$ cat config.mk
export PLATFORM = sky130hd
export DESIGN_NAME = csr_unit
export DESIGN_NICKNAME = d
export VERILOG_FILES = /design/src/source/csr_map_pkg.sv /design/src/source/csr_trap_pkg.sv /design/src/source/csr_unit.sv /design/src/source/csr_file.sv /design/src/source/csr_timer.sv /design/src/source/csr_update_arbiter.sv /design/src/source/trap_control.sv /design/src/source/csr_access.sv
export SDC_FILE = /design/constraint.sdc
export NUM_CORES = 1
export LEC_CHECK = 0
export BUFFER_PORTS_ARGS = -buffer_cell sky130_fd_sc_hd__buf_2
export CORE_MARGIN = 10
export CORE_UTILIZATION = 25
export CTS_BUF_LIST = sky130_fd_sc_hd__clkbuf_4 sky130_fd_sc_hd__clkbuf_8 sky130_fd_sc_hd__clkbuf_16
export CTS_CLUSTER_DIAMETER = 50
export CTS_CLUSTER_SIZE = 12
export DETAILED_ROUTE_END_ITERATION = 7
export GPL_ROUTABILITY_DRIVEN = 0
export PLACE_DENSITY_LB_ADDON = 0.05
export SYNTH_ARGS = -nofsm -noshare
export SYNTH_HDL_FRONTEND = slang
export SYNTH_SLANG_ARGS = --single-unit
$ cat constraint.sdc
create_clock -name clk -period 6.67 [get_ports clk]
set_input_delay 1.0005 -clock clk [delete_from_list [all_inputs] [get_ports clk]]
set_output_delay 1.0005 -clock clk [all_outputs]
set_load 0.03 [all_outputs]
$ cat src/source/csr_map_pkg.sv
`default_nettype none

package csr_map_pkg;

    typedef logic [13:0] csr_num_t;
    typedef logic [31:0] csr_data_t;

    // csr numbers kept by this core
    localparam csr_num_t CRMD   = 14'h000;
    localparam csr_num_t PRMD   = 14'h001;
    localparam csr_num_t ECFG   = 14'h004;
    localparam csr_num_t ESTAT  = 14'h005;
    localparam csr_num_t ERA    = 14'h006;
    localparam csr_num_t BADV   = 14'h007;
    localparam csr_num_t EENTRY = 14'h00c;
    localparam csr_num_t SAVE0  = 14'h030;
    localparam csr_num_t SAVE1  = 14'h031;
    localparam csr_num_t SAVE2  = 14'h032;
    localparam csr_num_t SAVE3  = 14'h033;
    localparam csr_num_t TID    = 14'h040;
    localparam csr_num_t TCFG   = 14'h041;
    localparam csr_num_t TVAL   = 14'h042;
    localparam csr_num_t TICLR  = 14'h044;

    localparam int IE_BIT = 2;
    localparam int PLV_W  = 2;
    localparam int TI_BIT = 11;
    localparam int LIE_W  = 12;

    // matches the low bits of the CRMD word
    typedef struct packed {
        logic             ie;
        logic [PLV_W-1:0] plv;
    } crmd_t;

    typedef struct packed {
        logic [1:0]       swi;
        logic [7:0]       hwi;
        logic             ti;
        logic [LIE_W-1:0] lie;
        logic             ie;
    } int_status_t;

endpackage

`default_nettype wire
$ cat src/source/csr_trap_pkg.sv
`default_nettype none

package csr_trap_pkg;

    typedef enum logic [2:0] {
        NOP,
        CSRRD,
        CSRWR,
        CSRXCHG,
        ERTN
    } csr_op_e;

    typedef enum logic [5:0] {
        INT = 6'h00,
        ADE = 6'h08,
        ALE = 6'h09,
        SYS = 6'h0b,
        BRK = 6'h0c,
        INE = 6'h0d,
        IPE = 6'h0e
    } ecode_e;

    localparam logic [8:0] ESUB_ADEF = 9'd0;

    typedef struct packed {
        logic                   valid;
        csr_op_e                op;
        csr_map_pkg::csr_num_t  num;
        csr_map_pkg::csr_data_t wdata;
        csr_map_pkg::csr_data_t wmask;
        csr_map_pkg::csr_data_t pc;
    } csr_req_t;

    typedef struct packed {
        logic                   valid;
        ecode_e                 ecode;
        logic [8:0]             esubcode;
        csr_map_pkg::csr_data_t badv;
        csr_map_pkg::csr_data_t pc;
    } excp_t;

    typedef enum logic [1:0] {
        UPD_NONE,
        UPD_WRITE,
        UPD_TRAP,
        UPD_ERTN
    } update_kind_e;

    typedef struct packed {
        update_kind_e           kind;
        csr_map_pkg::csr_num_t  num;
        csr_map_pkg::csr_data_t data;
        ecode_e                 ecode;
        logic [8:0]             esubcode;
        csr_map_pkg::csr_data_t badv;
        csr_map_pkg::csr_data_t era;
    } csr_update_t;

    typedef struct packed {
        logic                   valid;
        csr_map_pkg::csr_data_t pc;
    } redirect_t;

endpackage

`default_nettype wire

$ cat src/source/csr_unit.sv
`timescale 1ns/10ps
`default_nettype none

module csr_unit (
    input  logic                    clk,
    input  logic                    rstn,
    input  logic                    stall,
    input  logic                    flush,
    input  csr_trap_pkg::csr_req_t  req,
    input  csr_trap_pkg::excp_t     excp,
    input  logic [7:0]              hw_int,
    output csr_map_pkg::csr_data_t  rdata,
    output csr_trap_pkg::redirect_t redirect,
    output csr_map_pkg::crmd_t      crmd,
    output logic                    excp_flush,
    output logic                    ertn_flush
);

    import csr_map_pkg::*;
    import csr_trap_pkg::*;

    csr_num_t    rd_num;
    csr_data_t   rd_data;
    csr_update_t access_upd;
    csr_update_t trap_upd;
    csr_update_t granted_upd;
    int_status_t status;
    csr_data_t   era;
    csr_data_t   eentry;
    logic        ti;
    csr_data_t   tcfg;
    csr_data_t   tval;

    csr_access i_csr_access (
        .clk        (clk),
        .rstn       (rstn),
        .stall      (stall),
        .flush      (flush),
        .req        (req),
        .rd_num     (rd_num),
        .rd_data    (rd_data),
        .access_upd (access_upd),
        .rdata      (rdata)
    );

    trap_control i_trap_control (
        .clk      (clk),
        .rstn     (rstn),
        .stall    (stall),
        .flush    (flush),
        .req      (req),
        .excp     (excp),
        .status   (status),
        .era      (era),
        .eentry   (eentry),
        .trap_upd (trap_upd),
        .redirect (redirect)
    );

    csr_update_arbiter i_csr_update_arbiter (
        .access_upd  (access_upd),
        .trap_upd    (trap_upd),
        .granted_upd (granted_upd)
    );

    csr_file i_csr_file (
        .clk        (clk),
        .rstn       (rstn),
        .upd        (granted_upd),
        .rd_num     (rd_num),
        .rd_data    (rd_data),
        .hw_int     (hw_int),
        .ti         (ti),
        .tcfg       (tcfg),
        .tval       (tval),
        .status     (status),
        .era        (era),
        .eentry     (eentry),
        .crmd       (crmd),
        .excp_flush (excp_flush),
        .ertn_flush (ertn_flush)
    );

    csr_timer i_csr_timer (
        .clk  (clk),
        .rstn (rstn),
        .upd  (granted_upd),
        .ti   (ti),
        .tcfg (tcfg),
        .tval (tval)
    );

endmodule

`default_nettype wire

$ cat src/source/csr_file.sv
`timescale 1ns/10ps
`default_nettype none

module csr_file (
    input  logic                      clk,
    input  logic                      rstn,
    input  csr_trap_pkg::csr_update_t upd,
    input  csr_map_pkg::csr_num_t     rd_num,
    output csr_map_pkg::csr_data_t    rd_data,
    input  logic [7:0]                hw_int,
    input  logic                      ti,
    input  csr_map_pkg::csr_data_t    tcfg,
    input  csr_map_pkg::csr_data_t    tval,
    output csr_map_pkg::int_status_t  status,
    output csr_map_pkg::csr_data_t    era,
    output csr_map_pkg::csr_data_t    eentry,
    output csr_map_pkg::crmd_t        crmd,
    output logic                      excp_flush,
    output logic                      ertn_flush
);

    import csr_map_pkg::*;
    import csr_trap_pkg::*;

    crmd_t            crmd_q;
    crmd_t            prmd_q;
    logic [LIE_W-1:0] lie_q;
    logic [1:0]       is_q;
    logic [5:0]       ecode_q;
    logic [8:0]       esub_q;
    csr_data_t        era_q;
    csr_data_t        badv_q;
    logic [25:0]      eentry_q;
    csr_data_t        save_q [0:3];
    csr_data_t        tid_q;
    csr_data_t        estat_word;

    always_comb
    begin
        estat_word         = '0;
        estat_word[1:0]    = is_q;
        estat_word[9:2]    = hw_int;
        estat_word[TI_BIT] = ti;
        estat_word[21:16]  = ecode_q;
        estat_word[30:22]  = esub_q;

        case (rd_num)
            CRMD:   rd_data = {29'b0, crmd_q};
            PRMD:   rd_data = {29'b0, prmd_q};
            ECFG:   rd_data = {20'b0, lie_q};
            ESTAT:  rd_data = estat_word;
            ERA:    rd_data = era_q;
            BADV:   rd_data = badv_q;
            EENTRY: rd_data = {eentry_q, 6'b0};
            SAVE0, SAVE1, SAVE2, SAVE3:
                rd_data = save_q[rd_num[1:0]];
            TID:    rd_data = tid_q;
            TCFG:   rd_data = tcfg;
            TVAL:   rd_data = tval;
            // TICLR and unknown numbers read zero
            default: rd_data = '0;
        endcase
    end

    always_ff @(posedge clk)
    begin
        if (!rstn)
        begin
            crmd_q   <= '0;
            prmd_q   <= '0;
            lie_q    <= '0;
            is_q     <= '0;
            ecode_q  <= '0;
            esub_q   <= '0;
            era_q    <= '0;
            badv_q   <= '0;
            eentry_q <= '0;
            tid_q    <= '0;
            for (int i = 0; i < 4; i++)
                save_q[i] <= '0;
            excp_flush <= 1'b0;
            ertn_flush <= 1'b0;
        end
        else
        begin
            excp_flush <= 1'b0;
            ertn_flush <= 1'b0;
            case (upd.kind)
                UPD_WRITE:
                    case (upd.num)
                        CRMD:
                        begin
                            crmd_q.plv <= upd.data[PLV_W-1:0];
                            crmd_q.ie  <= upd.data[IE_BIT];
                        end
                        PRMD:
                        begin
                            prmd_q.plv <= upd.data[PLV_W-1:0];
                            prmd_q.ie  <= upd.data[IE_BIT];
                        end
                        ECFG:   lie_q <= {upd.data[11], 1'b0, upd.data[9:0]};
                        // only the software interrupt bits are writable
                        ESTAT:  is_q <= upd.data[1:0];
                        ERA:    era_q <= upd.data;
                        BADV:   badv_q <= upd.data;
                        EENTRY: eentry_q <= upd.data[31:6];
                        SAVE0, SAVE1, SAVE2, SAVE3:
                            save_q[upd.num[1:0]] <= upd.data;
                        TID:    tid_q <= upd.data;
                        default: ;
                    endcase
                UPD_TRAP:
                begin
                    prmd_q  <= crmd_q;
                    crmd_q  <= '0;
                    era_q   <= upd.era;
                    ecode_q <= upd.ecode;
                    esub_q  <= upd.esubcode;
                    if (upd.ecode == ADE || upd.ecode == ALE)
                        badv_q <= upd.badv;
                    excp_flush <= 1'b1;
                end
                UPD_ERTN:
                begin
                    crmd_q     <= prmd_q;
                    ertn_flush <= 1'b1;
                end
                default: ;
            endcase
        end
    end

    always_comb
    begin
        status.swi = is_q;
        status.hwi = hw_int;
        status.ti  = ti;
        status.lie = lie_q;
        status.ie  = crmd_q.ie;
    end

    assign era    = era_q;
    assign eentry = {eentry_q, 6'b0};
    assign crmd   = crmd_q;

endmodule

`default_nettype wire

$ cat src/source/csr_timer.sv
`timescale 1ns/10ps
`default_nettype none

module csr_timer (
    input  logic                      clk,
    input  logic                      rstn,
    input  csr_trap_pkg::csr_update_t upd,
    output logic                      ti,
    output csr_map_pkg::csr_data_t    tcfg,
    output csr_map_pkg::csr_data_t    tval
);

    import csr_map_pkg::*;
    import csr_trap_pkg::*;

    csr_data_t tcfg_q;
    csr_data_t tval_q;
    logic      ti_q;
    logic      tcfg_wr;
    logic      ticlr_wr;

    assign tcfg_wr  = (upd.kind == UPD_WRITE) && (upd.num == TCFG);
    assign ticlr_wr = (upd.kind == UPD_WRITE) && (upd.num == TICLR) && upd.data[0];

    always_ff @(posedge clk)
    begin
        if (!rstn)
        begin
            tcfg_q <= '0;
            tval_q <= '0;
            ti_q   <= 1'b0;
        end
        else
        begin
            if (tcfg_wr)
            begin
                tcfg_q <= upd.data;
                tval_q <= {upd.data[31:2], 2'b00};
            end
            else if (tcfg_q[0] && tval_q != '0)
            begin
                // periodic mode reloads instead of stopping at zero
                if (tval_q == 32'd1 && tcfg_q[1])
                    tval_q <= {tcfg_q[31:2], 2'b00};
                else
                    tval_q <= tval_q - 32'd1;
            end

            if (ticlr_wr)
                ti_q <= 1'b0;
            else if (!tcfg_wr && tcfg_q[0] && tval_q == 32'd1)
                ti_q <= 1'b1;
        end
    end

    assign ti   = ti_q;
    assign tcfg = tcfg_q;
    assign tval = tval_q;

endmodule

`default_nettype wire

$ cat src/source/csr_update_arbiter.sv
`timescale 1ns/10ps
`default_nettype none

module csr_update_arbiter (
    input  csr_trap_pkg::csr_update_t access_upd,
    input  csr_trap_pkg::csr_update_t trap_upd,
    output csr_trap_pkg::csr_update_t granted_upd
);

    import csr_trap_pkg::*;

    logic trap_valid;

    assign trap_valid = (trap_upd.kind != UPD_NONE);

    // trap path always wins
    // a write cancelled by an interrupt is lost here
    always_comb
    begin
        if (trap_valid)
            granted_upd = trap_upd;
        else
            granted_upd = access_upd;

        assert (!(trap_valid && granted_upd.kind == UPD_WRITE))
            else $error("csr write granted in a trap cycle");
    end

endmodule

`default_nettype wire

$ cat src/source/trap_control.sv
`timescale 1ns/10ps
`default_nettype none

module trap_control (
    input  logic                      clk,
    input  logic                      rstn,
    input  logic                      stall,
    input  logic                      flush,
    input  csr_trap_pkg::csr_req_t    req,
    input  csr_trap_pkg::excp_t       excp,
    input  csr_map_pkg::int_status_t  status,
    input  csr_map_pkg::csr_data_t    era,
    input  csr_map_pkg::csr_data_t    eentry,
    output csr_trap_pkg::csr_update_t trap_upd,
    output csr_trap_pkg::redirect_t   redirect
);

    import csr_map_pkg::*;
    import csr_trap_pkg::*;

    logic [LIE_W-1:0] int_vec;
    logic             int_block;
    logic             take_int;
    logic             take_excp;
    logic             take_ertn;
    update_kind_e     kind_d;
    update_kind_e     kind_q;
    ecode_e           ecode_d;
    ecode_e           ecode_q;
    logic [8:0]       esub_d;
    logic [8:0]       esub_q;
    csr_data_t        badv_d;
    csr_data_t        badv_q;
    csr_data_t        era_d;
    csr_data_t        era_q;
    csr_data_t        target_d;
    csr_data_t        target_q;
    logic             redir_valid_q;

    // bit 10 has no source
    assign int_vec = {status.ti, 1'b0, status.hwi, status.swi};

    // IE is still set in the cycle after an interrupt is taken
    assign take_int  = status.ie && |(int_vec & status.lie) && !int_block;
    assign take_excp = excp.valid && !stall && !flush && !take_int;
    assign take_ertn = req.valid && (req.op == ERTN) && !stall && !flush
                       && !take_int && !excp.valid;

    always_comb
    begin
        kind_d   = UPD_NONE;
        ecode_d  = INT;
        esub_d   = '0;
        badv_d   = excp.badv;
        era_d    = req.pc;
        target_d = eentry;
        if (take_int)
        begin
            kind_d = UPD_TRAP;
            era_d  = excp.valid ? excp.pc : req.pc;
        end
        else if (take_excp)
        begin
            kind_d  = UPD_TRAP;
            ecode_d = excp.ecode;
            esub_d  = excp.esubcode;
            era_d   = excp.pc;
            // fetch address error reports the pc itself
            if (excp.ecode == ADE && excp.esubcode == ESUB_ADEF)
                badv_d = excp.pc;
        end
        else if (take_ertn)
        begin
            kind_d   = UPD_ERTN;
            target_d = era;
        end
    end

    always_ff @(posedge clk)
    begin
        if (!rstn)
        begin
            kind_q        <= UPD_NONE;
            redir_valid_q <= 1'b0;
            int_block     <= 1'b0;
        end
        else
        begin
            kind_q        <= kind_d;
            redir_valid_q <= (kind_d != UPD_NONE);
            int_block     <= take_int;
        end
    end

    always_ff @(posedge clk)
    begin
        ecode_q  <= ecode_d;
        esub_q   <= esub_d;
        badv_q   <= badv_d;
        era_q    <= era_d;
        target_q <= target_d;
    end

    always_comb
    begin
        trap_upd          = '0;
        trap_upd.kind     = kind_q;
        trap_upd.ecode    = ecode_q;
        trap_upd.esubcode = esub_q;
        trap_upd.badv     = badv_q;
        trap_upd.era      = era_q;
        redirect.valid    = redir_valid_q;
        redirect.pc       = target_q;
    end

    redirect_has_update: assert property (@(posedge clk) disable iff (!rstn)
        redirect.valid |-> (trap_upd.kind != UPD_NONE));

endmodule

`default_nettype wire

$ cat src/source/csr_access.sv
`timescale 1ns/10ps
`default_nettype none

module csr_access (
    input  logic                      clk,
    input  logic                      rstn,
    input  logic                      stall,
    input  logic                      flush,
    input  csr_trap_pkg::csr_req_t    req,
    output csr_map_pkg::csr_num_t     rd_num,
    input  csr_map_pkg::csr_data_t    rd_data,
    output csr_trap_pkg::csr_update_t access_upd,
    output csr_map_pkg::csr_data_t    rdata
);

    import csr_map_pkg::*;
    import csr_trap_pkg::*;

    logic         is_write_op;
    logic         is_csr_op;
    logic         accept;
    csr_data_t    wmask;
    csr_data_t    merged;
    update_kind_e upd_kind;
    csr_num_t     upd_num;
    csr_data_t    upd_data;
    csr_data_t    rdata_q;

    assign rd_num = req.num;

    assign is_write_op = (req.op == CSRWR) || (req.op == CSRXCHG);
    assign is_csr_op   = is_write_op || (req.op == CSRRD);
    assign accept      = req.valid && !stall && !flush && is_csr_op;

    // csrwr replaces the whole word
    assign wmask  = (req.op == CSRWR) ? '1 : req.wmask;
    assign merged = (rd_data & ~wmask) | (req.wdata & wmask);

    always_ff @(posedge clk)
    begin
        if (!rstn)
            upd_kind <= UPD_NONE;
        else if (accept && is_write_op)
            upd_kind <= UPD_WRITE;
        else
            upd_kind <= UPD_NONE;
    end

    // old value and write data held until the next accepted request
    always_ff @(posedge clk)
    begin
        if (accept)
        begin
            rdata_q  <= rd_data;
            upd_num  <= req.num;
            upd_data <= merged;
        end
    end

    always_comb
    begin
        access_upd      = '0;
        access_upd.kind = upd_kind;
        access_upd.num  = upd_num;
        access_upd.data = upd_data;
    end

    assign rdata = rdata_q;

endmodule

`default_nettype wire

==> impl_results.rst, run 1 <==
.. list-table::
   :header-rows: 1

   * - Metric
     - Value
   * - Run status
     - complete, no violations
   * - Net total in the final layout
     - 2,741
   * - CORE AREA
     - 94,900 sq um
   * - Effective utilization at floorplan
     - 25.2%
   * - Resized cells post-CTS
     - 0
   * - Largest cells by area after synthesis
     - sky130_fd_sc_hd__dfxtp_1, sky130_fd_sc_hd__edfxtp_1, sky130_fd_sc_hd__mux2_2
   * - Vias in the first global route
     - 20.7k
   * - Unrepaired setup endpoints after global routing
     - false
   * - Static Leakage
     - 11.8 nW
   * - Least setup slack across all paths after layout
     - 2.70 ns
   * - Largest net degree at the start of global routing
     - 83
   * - Setup Slack @ Placement
     - 2.36 ns
   * - Growth of design area from synthesis to finish
     - 25.0%
   * - Root Buffer Master
     - sky130_fd_sc_hd__clkbuf_16
   * - Total die area
     - 108,000 sq um
   * - Antenna Cells
     - 0
   * - Maximum fanout count along the critical path
     - 37
   * - Hold Buf Count CTS
     - 0
   * - Commonest non-fill, non-tap cell in the layout
     - sky130_fd_sc_hd__dfxtp_1
   * - WP data required
     - 6.73 ns
   * - Total number of clock tree sinks
     - 545
   * - Total Negative Setup Slacks
     - 0 ns
   * - Final routed wire length divided by cell count
     - 27.9 microns
   * - Clock Pin Slew Worst Setup and Hold Paths
     - 0.06 ns
   * - Most frequent cell on the critical path
     - sky130_fd_sc_hd__buf_4
   * - Drt first pass iters
     - 5
   * - Main synth FF type
     - sky130_fd_sc_hd__dfxtp_1
   * - Maximum clock rate
     - 252 MHz
   * - Std-Cell Rows
     - 113
   * - Proportion of synthesized flip-flops having asynchronous set or reset
     - 0%
   * - Delay contributed by the slowest stage of the critical path
     - 0.86 ns
   * - Vertical die dimension
     - 329 microns
   * - Setup skew after layout
     - 0.0407 ns
   * - Portion of synthesized cell area occupied by the leading cell type
     - 28.4%
   * - Avg Synthesized Cell Area
     - 10.5 sq um
   * - Number of placed I/O pins
     - 276
   * - Cell taking the most area after synthesis
     - sky130_fd_sc_hd__dfxtp_1
   * - Synthesized cell area
     - 23,900 sq um
   * - Proportion of synthesized chip area in sequential cells
     - 54.3%
   * - Power per unit of standard cell area
     - 294 nW/um^2
   * - Final max-slew violation count
     - 0
   * - Final hold violation count
     - 0
   * - Chip width
     - 329 microns
   * - EDFF count, synth
     - 206
   * - Buffers from clock root to sink, at most
     - 3
   * - Number of register bits inferred by synthesis
     - 545
   * - Worst path slowest cell
     - sky130_fd_sc_hd__nand2_2
   * - Input/output buffers
     - 275
   * - Hold Path Class
     - register to register
   * - Share of cells above drive strength 1
     - 26.2%
   * - Sum of net half-perimeters after detailed placement
     - 71,200 microns
   * - Slew Limit Headroom
     - 14.3%
   * - TritonCTS Buffers
     - 92
   * - Number of antenna violations at the first check in global routing
     - 4
   * - CTS H-Tree Depth
     - 3
   * - Cell-by-cell trace of the critical path
     - nor2_4, and4b_1, nand4b_1, buf_4, nand2b_2, buf_4, nand2_2
   * - Top library cells by usage in the layout, fill and taps aside
     - sky130_fd_sc_hd__dfxtp_1, sky130_fd_sc_hd__nand2_1, sky130_fd_sc_hd__buf_2, sky130_fd_sc_hd__nor2_1, sky130_fd_sc_hd__edfxtp_1
   * - Total overflow reported by the global router
     - 0
   * - Setup Viol. Count Final
     - 0
   * - Post-CTS setup-driven buffer insertion count
     - 0
   * - Fraction of the cycle the final worst path needs
     - 59.5%
   * - Worst slew pin tran
     - 1.29 ns
   * - Clk Latency, worst-skew pair
     - 0.65 ns
   * - Max capacitance violation total
     - 0
   * - Total wire length
     - 108,000 microns
   * - Maximum VDD drop
     - 0.000171 V
   * - Synthesized instance count
     - 2,281
   * - Post-detailed-route via-to-cell ratio
     - 4.96
   * - Post-DRT Antenna Nets
     - 0
   * - DRC
     - 0
   * - Clock tree from TritonCTS
     - done
   * - Data arrival time of the critical path
     - 4.03 ns
   * - Fin crit period
     - 3.97 ns
   * - Critical path start-end classification
     - register to register
   * - Warnings from Yosys
     - 0
   * - Critical path capture point type
     - register
   * - Number of library cell types mapped by synthesis
     - 78
   * - Wire length of the first global-routing pass
     - 154,000 microns
   * - Critical Path Source Type
     - register
   * - Starting DRC count in detailed routing
     - 1,176
   * - Number of nets in the synthesized netlist
     - 2,490
   * - GRT Overall Usage
     - 19.6%
   * - Via count
     - 19.2k
kinds of logic (layout without fill, tap and decap cells):
logic type               count (synthesis)  count (layout)  share of synthesized area (%)
AND/OR/NAND/NOR                        833             833                           16.3
multiplexers                           216             216                           11.5
XOR/XNOR                                26              26                          0.953
buffers and inverters                  175             505                           2.92
AO/OA/AOI/OAI                          483             483                           13.9
flip-flops                             545             545                           54.3
adder cells (fa/ha/maj)                  3               3                          0.157
flip-flops by register name, summed over array words and instances, names as in the netlist, 2 cells and up:
signal,flops
i_trap_control.esub_q,9
i_csr_file.eentry_q,26
i_csr_access.upd_data,32
i_trap_control.ecode_q,6
i_csr_file.lie_q,11
i_csr_file.badv_q,32
i_csr_file.ecode_q,6
i_csr_timer.tcfg,32
i_csr_timer.tval,32
i_csr_file.crmd,3
i_csr_file.tid_q,32
i_csr_access.rdata,32
i_trap_control.target_q,32
i_csr_file.prmd_q,3
i_csr_file.esub_q,9
i_csr_access.upd_num,14
i_trap_control.era_q,32
i_trap_control.kind_q,2
i_csr_file.save_q,128
i_trap_control.badv_q,32
i_csr_file.era,32
i_csr_file.is_q,2
layout make-up:
type	count	area, sq um
Tap cell	1265	1580
Multi-Input combinational cell	1561	10400
Inverter	7	26.3
Clock inverter	57	603
Clock buffer	116	2540
Fill cell	9774	65000
Timing Repair Buffer	325	1760
Sequential cell	545	13000
final timing paths:
check | startpoint | end | slack (ns) | cells past startpoint
hold / removal | i_trap_control.era_q[15]$_DFF_P_ | i_csr_file.era[15]$_SDFFE_PN0P_ | 0.44 | 2
hold reg to reg | i_trap_control.era_q[15]$_DFF_P_ | i_csr_file.era[15]$_SDFFE_PN0P_ | 0.44 | 2
setup reg to reg | i_trap_control.kind_q[0]$_SDFF_PN0_ | i_csr_file.save_q[2][15]$_SDFFCE_PN0P_ | 2.70 | 7
setup / recovery | i_trap_control.kind_q[0]$_SDFF_PN0_ | i_csr_file.save_q[2][15]$_SDFFCE_PN0P_ | 2.70 | 7
routing by layer:
layer / wire length (microns) / global-route usage (%) / share of wire, %
met5: 0 / 0 / 0
met4: 2690 / 4.90 / 2.5
met3: 5170 / 3.29 / 4.8
met2: 53300 / 34.3 / 49
met1: 47200 / 24.7 / 44
power by group:
group          switching, mW  leakage, nW  internal (mW)
clock network           1.87         1.55           2.95
registers             0.0356         4.76           3.52
logic                  0.253         5.44          0.148
total                   2.15         11.8           6.62
through the flow:
stage | power, mW | area (sq um) | instances | hold slack [ns] | util (%)
floorplan | 3.81 | 23900 | 2281 | 0.423 | -
global placement | 4.03 | 26700 | 3703 | 0.437 | 28.2
CTS | 8.90 | 29900 | 3876 | 0.439 | 31.5
finish | 8.77 | 29900 | 3876 | 0.436 | 31.5
detailed placement | 4.03 | 26700 | 3703 | 0.439 | 28.2
global route | 9.06 | 29900 | 3876 | 0.456 | 31.5
critical path: cells and delay by family (launching register included):
kind	cells	cell delay (ns)
AND/OR/NAND/NOR	5	1.59
flip-flops	1	0.59
buffers and inverters	2	1.08
synthesized netlist by cell type (all sizes together) (8+ instances only):
cell    number
nor3        23
and2        88
nor2       253
nand2      292
mux4        36
buf         18
or4         11
o211a       35
a21boi      43
clkbuf     150
o22ai        8
a211oi      13
o41ai       13
and3        16
a21oi      116
nor2b       61
a22oi       90
mux2       110
edfxtp     206
nand4       18
a22o        11
xnor2       15
mux2i       70
a221o        9
nand3       25
dfxtp      339
xor2        11
o21ai       88
nor4        13
Note: power is estimated with default switching activity, not from simulation.
==> inputs of run 2 (changes only) <==
- clock period: 6.67 -> 3.5 ns (I/O delays scaled with it)
==> run 2 against run 1 <==
  * Die area is the same
  * Clock-buffer cell count shrank 5
  * Via count grew 0.55%
  * Combinational power grew 95%
  * Sequential cell count is the same
  * Sequential share of layout area shrank 0.86 points
  * Non-clock buffer count grew 59
  * Clock power grew 89%
  * Critical endpoint is now i_csr_timer.tval[30]$_SDFFE_PN0P_
  * Largest power group unchanged
  * Register-to-register slack lost 2.2 ns
==> impl_results.rst, run 2 (synthesis gave the netlist of run 1 again) <==
.. list-table::
   :header-rows: 1

   * - Metric
     - Value
   * - Hold Buf Count CTS
     - 0
   * - Post-CTS setup-driven buffer insertion count
     - 0
   * - Worst R2R Start
     - i_csr_timer.tval[10]$_SDFFE_PN0P_
   * - Final max-slew violation count
     - 0
   * - Run status
     - complete, no violations
   * - Power per unit of standard cell area
     - 546 nW/um^2
   * - Setup Viol. Count Final
     - 0
   * - Multi-input combinational cell area
     - 10,300 sq um
   * - Largest net degree at the start of global routing
     - 135
   * - CTS H-Tree Depth
     - 3
   * - Clk Latency, worst-skew pair
     - 0.64 ns
   * - Number of placed I/O pins
     - 276
   * - Antenna Cells
     - 0
   * - Delay contributed by the slowest stage of the critical path
     - 0.62 ns
   * - Post-DRT Antenna Nets
     - 0
   * - Maximum VDD drop
     - 0.000334 V
   * - Vias in the first global route
     - 20.5k
   * - Worst slew pin tran
     - 1.22 ns
   * - Maximum clock rate
     - 336 MHz
   * - Sum of net half-perimeters after detailed placement
     - 73,300 microns
   * - DP Area
     - 27,400 sq um
   * - Critical path start-end classification
     - register to register
   * - Final routed wire length divided by cell count
     - 26.9 microns
   * - Worst path slowest cell
     - sky130_fd_sc_hd__or4b_4
   * - Critical Path Source Type
     - register
   * - Vertical die dimension
     - 329 microns
   * - Top reg by flops
     - i_csr_file.save_q
   * - GRT Overall Usage
     - 19.1%
   * - Maximum fanout count along the critical path
     - 9
   * - Worst Reg2Reg Path Length in Cells
     - 7
   * - Resized cells post-CTS
     - 0
   * - Worst min-delay path startpoint
     - req[105]
   * - Clock Pin Slew Worst Setup and Hold Paths
     - 0.05 ns
   * - Top library cells by usage in the layout, fill and taps aside
     - sky130_fd_sc_hd__dfxtp_1, sky130_fd_sc_hd__nand2_1, sky130_fd_sc_hd__buf_2, sky130_fd_sc_hd__nor2_1, sky130_fd_sc_hd__edfxtp_1
   * - Total wire length
     - 105,000 microns
   * - Fraction of the cycle the final worst path needs
     - 85.1%
   * - Number of antenna violations at the first check in global routing
     - 6
   * - Data arrival time of the critical path
     - 3.50 ns
   * - Growth of design area from synthesis to finish
     - 27.5%
   * - Clock tree from TritonCTS
     - done
   * - Max capacitance violation total
     - 0
   * - WP data required
     - 4.02 ns
   * - Cell-by-cell trace of the critical path
     - or4_4, or4b_4, o41ai_2, buf_4, or3b_2, a211oi_1, a221o_1
   * - Hold-critical path depth
     - 1
   * - Seq. cell area
     - 13,000 sq um
   * - Cell area after layout
     - 30,500 sq um
   * - Endpoint of the worst hold-timing path
     - i_csr_access.upd_num[9]$_DFFE_PP_
   * - Static Leakage
     - 12.1 nW
   * - Setup skew after layout
     - 0.0219 ns
   * - Unrepaired setup endpoints after global routing
     - false
   * - Drt first pass iters
     - 5
   * - Root Buffer Master
     - sky130_fd_sc_hd__clkbuf_16
   * - DRC
     - 0
   * - Via count
     - 19.3k
   * - Std-Cell Rows
     - 113
   * - Register-to-register setup slack
     - 0.52 ns
   * - Total die area
     - 108,000 sq um
   * - Hold Path Class
     - input pin to register
   * - RR Endpoint
     - i_csr_timer.tval[30]$_SDFFE_PN0P_
   * - Flip-flop count of the largest register, all copies and words added
     - 128
   * - Layout filler cell count
     - 9,726
   * - Hold_ws
     - 0.0804 ns
   * - Net total in the final layout
     - 2,792
   * - Fin crit period
     - 2.98 ns
   * - Input/output buffers
     - 275
   * - Critical path capture point type
     - register
   * - Starting DRC count in detailed routing
     - 1,565
   * - TritonCTS Buffers
     - 84
   * - Final hold violation count
     - 0
   * - Effective utilization at floorplan
     - 25.2%
   * - Total overflow reported by the global router
     - 0
   * - Commonest non-fill, non-tap cell in the layout
     - sky130_fd_sc_hd__dfxtp_1
   * - Total Negative Setup Slacks
     - 0 ns
   * - CORE AREA
     - 94,900 sq um
   * - Share of cells above drive strength 1
     - 26.9%
   * - Post-detailed-route via-to-cell ratio
     - 4.93
   * - Total number of clock tree sinks
     - 545
   * - Slew Limit Headroom
     - 17.7%
   * - Buffers from clock root to sink, at most
     - 3
   * - Wire length of the first global-routing pass
     - 150,000 microns
   * - Chip width
     - 329 microns
==> run 2: cell types whose count changed in the layout (fill, tap and decap cells not counted), sizes merged <==
cell and change:
buf +59, bufinv +5, clkbuf -5, clkinv -4, inv -11, clkinvlp -2
==> run 2: through the flow <==
| step | util (%) | power, mW | instances | setup WS, ns |
|---|---|---|---|---|
| after floorplan | - | 7.26 | 2281 | 0.312 |
| after global placement | 28.9 | 7.70 | 3762 | 0.334 |
| after detailed placement | 28.9 | 7.70 | 3762 | 0.329 |
| after CTS | 32.1 | 16.9 | 3918 | 0.515 |
| after global routing | 32.1 | 17.2 | 3918 | 0.393 |
| final | 32.1 | 16.6 | 3918 | 0.521 |
==> run 2: worst max path at each step <==
| stage | start | to | slack (ns) | cells after the start |
|---|---|---|---|---|
| after global placement | req[105] | i_csr_access.upd_data[7]$_DFFE_PP_ | 0.33 | 8 |
| after detailed placement | req[101] | i_csr_access.upd_data[23]$_DFFE_PP_ | 0.33 | 8 |
| after floorplan | stall | i_csr_access.rdata[0]$_DFFE_PP_ | 0.31 | 3 |
| after CTS | i_csr_timer.tval[10]$_SDFFE_PN0P_ | i_csr_timer.tval[30]$_SDFFE_PN0P_ | 0.51 | 7 |
| after global routing | i_csr_timer.tval[21]$_SDFFE_PN0P_ | i_csr_timer.tval[30]$_SDFFE_PN0P_ | 0.39 | 7 |
| final | i_csr_timer.tval[10]$_SDFFE_PN0P_ | i_csr_timer.tval[30]$_SDFFE_PN0P_ | 0.52 | 7 |
==> run 2: power breakdown <==
part	leakage (nW)	internal [mW]	switching, mW	total (mW)
logic	5.81	0.311	0.469	0.779
clock network	1.50	5.82	3.27	9.09
registers	4.76	6.71	0.0653	6.77
==> run 2: area by class of cell <==
cell class / count / area share [%]
clock buffer: 111 / 8.23
clock inverter: 45 / 1.84
inverter: 7 / 0.0862
multi-input combinational: 1561 / 33.9
sequential: 545 / 42.6
tap: 1265 / 5.19
timing repair buffer: 384 / 8.16
==> run 2: per-layer routing <==
layer  GRT usage, %  up-vias  wire length [microns]
met4           6.02        2                   3390
li1               -     8892                      -
met1           24.1     9641                  45800
met2           32.6      618                  50900
met3           3.38      178                   5280
met5              0        -                     15
==> run 2: critical path, delay by kind of cell (launching register included) <==
kind	cells	cell delay, ns
flops	1	0.37
simple gates	3	1.36
buf+inv	1	0.23
compound gates	3	0.90
==> inputs of run 3 (changes only) <==
- CORE_ASPECT_RATIO: unset -> 0.7
- GPL_TIMING_DRIVEN: unset -> 1
==> run 3 against run 2 <==
  * Power fell by 6.2%
  * Design area fell by 1.8%
  * Critical path depth rose by 3
  * Critical path type is now input pin to register
==> impl_results.rst, run 3 (synthesis gave the netlist of run 1 again) <==
.. list-table::
   :header-rows: 1

   * - Metric
     - Value
   * - Run status
     - complete, no violations
   * - Buffers from clock root to sink, at most
     - 3
   * - DRC
     - 0
   * - Post-detailed-route via-to-cell ratio
     - 4.98
   * - Final max-slew violation count
     - 0
   * - Maximum clock rate
     - 332 MHz
   * - WP data required
     - 4.02 ns
   * - Growth of design area from synthesis to finish
     - 25.2%
   * - CORE AREA
     - 94,400 sq um
   * - Wire length of the first global-routing pass
     - 148,000 microns
   * - Drt first pass iters
     - 5
   * - Multi-input combinational cell area
     - 10,300 sq um
   * - Share of cells above drive strength 1
     - 26.5%
   * - Cell area after layout
     - 29,900 sq um
   * - Hold Path Class
     - input pin to register
   * - Post-DRT Antenna Nets
     - 0
   * - Starting DRC count in detailed routing
     - 1,612
   * - Number of antenna violations at the first check in global routing
     - 4
   * - CTS H-Tree Depth
     - 3
   * - Effective utilization at floorplan
     - 25.3%
   * - Setup Viol. Count Final
     - 0
   * - Total number of clock tree sinks
     - 545
   * - Via count
     - 19.3k
   * - Flip-flop count of the largest register, all copies and words added
     - 128
   * - Cell-by-cell trace of the critical path
     - dlygate4sd3_1, buf_2, nor4_1, buf_4, and2_1, buf_4, nand3_1, buf_4, o21ai_0, mux2_2
   * - DP Area
     - 27,300 sq um
   * - Clk Latency, worst-skew pair
     - 0.68 ns
   * - Fin crit period
     - 3.01 ns
   * - Layout filler cell count
     - 9,734
   * - Critical path start-end classification
     - input pin to register
   * - GRT Overall Usage
     - 18.8%
   * - Worst Reg2Reg Path Length in Cells
     - 8
   * - Largest net degree at the start of global routing
     - 177
   * - Max capacitance violation total
     - 0
   * - Power per unit of standard cell area
     - 522 nW/um^2
   * - Maximum VDD drop
     - 0.000317 V
   * - Worst path slowest cell
     - sky130_fd_sc_hd__o21ai_0
   * - Maximum fanout count along the critical path
     - 8
   * - Top reg by flops
     - i_csr_file.save_q
   * - Clock tree from TritonCTS
     - done
   * - Setup skew after layout
     - 0.0302 ns
   * - Delay contributed by the slowest stage of the critical path
     - 0.54 ns
   * - Chip width
     - 390 microns
   * - Seq. cell area
     - 13,000 sq um
   * - Worst min-delay path startpoint
     - req[106]
   * - Total wire length
     - 104,000 microns
   * - Vias in the first global route
     - 19.4k
   * - Input/output buffers
     - 275
   * - Unrepaired setup endpoints after global routing
     - false
   * - Net total in the final layout
     - 2,779
   * - Register-to-register setup slack
     - 0.49 ns
   * - Hold-critical path depth
     - 1
   * - Endpoint of the worst hold-timing path
     - i_csr_access.upd_num[10]$_DFFE_PP_
   * - Critical Path Source Type
     - input pin
   * - Vertical die dimension
     - 279 microns
   * - Total Negative Setup Slacks
     - 0 ns
   * - Critical path capture point type
     - register
   * - Sum of net half-perimeters after detailed placement
     - 72,900 microns
   * - Final hold violation count
     - 0
   * - Static Leakage
     - 11.8 nW
   * - Number of placed I/O pins
     - 276
   * - Fraction of the cycle the final worst path needs
     - 86.0%
   * - Root Buffer Master
     - sky130_fd_sc_hd__clkbuf_16
   * - Std-Cell Rows
     - 94
   * - Slew Limit Headroom
     - 38.3%
   * - Data arrival time of the critical path
     - 3.53 ns
   * - Clock Pin Slew Worst Setup and Hold Paths
     - 0.05 ns
   * - TritonCTS Buffers
     - 76
   * - Total die area
     - 109,000 sq um
   * - Worst R2R Start
     - i_csr_timer.tval[20]$_SDFFE_PN0P_
   * - Final routed wire length divided by cell count
     - 26.9 microns
   * - Commonest non-fill, non-tap cell in the layout
     - sky130_fd_sc_hd__dfxtp_1
   * - Most frequent cell on the critical path
     - sky130_fd_sc_hd__buf_4
   * - Total overflow reported by the global router
     - 0
   * - Top library cells by usage in the layout, fill and taps aside
     - sky130_fd_sc_hd__dfxtp_1, sky130_fd_sc_hd__nand2_1, sky130_fd_sc_hd__buf_2, sky130_fd_sc_hd__nor2_1, sky130_fd_sc_hd__edfxtp_1
   * - RR Endpoint
     - i_csr_timer.tval[22]$_SDFFE_PN0P_
   * - Worst slew pin tran
     - 0.925 ns
-- run 3: cell types whose count changed in the layout (fill, tap and decap cells not counted), moves of 2 or more --
| cell | change |
|---|---|
| sky130_fd_sc_hd__clkbuf_16 | -14 |
| sky130_fd_sc_hd__buf_12 | -6 |
| sky130_fd_sc_hd__bufinv_16 | -6 |
| sky130_fd_sc_hd__clkinv_8 | +5 |
| sky130_fd_sc_hd__clkinv_1 | -4 |
| sky130_fd_sc_hd__clkinvlp_4 | -4 |
| sky130_fd_sc_hd__inv_4 | +4 |
| sky130_fd_sc_hd__clkbuf_8 | -3 |
| sky130_fd_sc_hd__diode_2 | +3 |
| sky130_fd_sc_hd__clkbuf_4 | +2 |
| sky130_fd_sc_hd__inv_6 | +2 |
-- run 3: area by class of cell --
| class | count | area share, % |
|---|---|---|
| well taps | 1248 | 5.22 |
| multi-input cells | 1561 | 34.6 |
| clock buffers | 96 | 7.12 |
| inverters | 7 | 0.0878 |
| clock inverters | 45 | 1.66 |
| diodes | 3 | 0.0251 |
| repair buffers | 379 | 7.95 |
| flip-flops and latches | 545 | 43.4 |
-- run 3: how the worst max path moves through the flow --
| stage | endpoint | depth (start not counted) | slack, ns | startpoint |
|---|---|---|---|---|
| 2_1_floorplan | i_csr_access.rdata[0]$_DFFE_PP_ | 3 | 0.31 | stall |
| 4_1_cts | i_csr_timer.tval[27]$_SDFFE_PN0P_ | 7 | 0.43 | i_csr_access.upd_num[8]$_DFFE_PP_ |
| 5_1_grt | i_csr_timer.tval[22]$_SDFFE_PN0P_ | 8 | 0.32 | i_csr_timer.tval[20]$_SDFFE_PN0P_ |
| 6_report | i_csr_access.upd_data[30]$_DFFE_PP_ | 10 | 0.49 | req[107] |
| 3_5_place_dp | i_csr_access.rdata[11]$_DFFE_PP_ | 6 | 0.40 | req[99] |
| 3_3_place_gp | i_csr_access.upd_data[30]$_DFFE_PP_ | 9 | 0.41 | req[105] |
-- run 3: what timing repair did --
item,CTS,global route
resized for setup,0,0
buffers inserted,0,0
hold buffers,1,0
hold endpoints to repair,1,0
-- run 3: metal layers --
layer / vias to the layer above / track usage (%) / routed length (microns)
met3: 120 / 4.70 / 7620
met2: 676 / 26.8 / 42800
met1: 9661 / 28.0 / 52000
li1: 8883 / - / -
met4: 0 / 4.28 / 1990
met5: - / 0 / 0
-- run 3: metrics by stage --
step	power (mW)	cells	utilization [%]	worst slack, ns	hold slack, ns
floorplan	7.26	2281	-	0.312	0.423
global placement	7.69	3739	28.9	0.406	0.431
detailed placement	7.70	3739	28.9	0.397	0.437
CTS	15.9	3881	31.7	0.430	0.00496
global route	16.2	3881	31.7	0.320	0.0335
finish	15.6	3884	31.7	0.491	0.0602
-- run 3: where the power goes --
group          leakage (nW)  internal (mW)  switching [mW]  total [mW]
combinational          5.75          0.307           0.473       0.781
sequential             4.76           6.70          0.0708        6.78
clock                  1.30           4.73            3.32        8.06
-- run 3: critical path: cells and delay by family --
kind,cells,cell delay (ns)
muxes,1,0.33
AOI/OAI and AO/OA,1,0.54
buffers and inverters,5,1.29
and+or+nand+nor,3,0.82
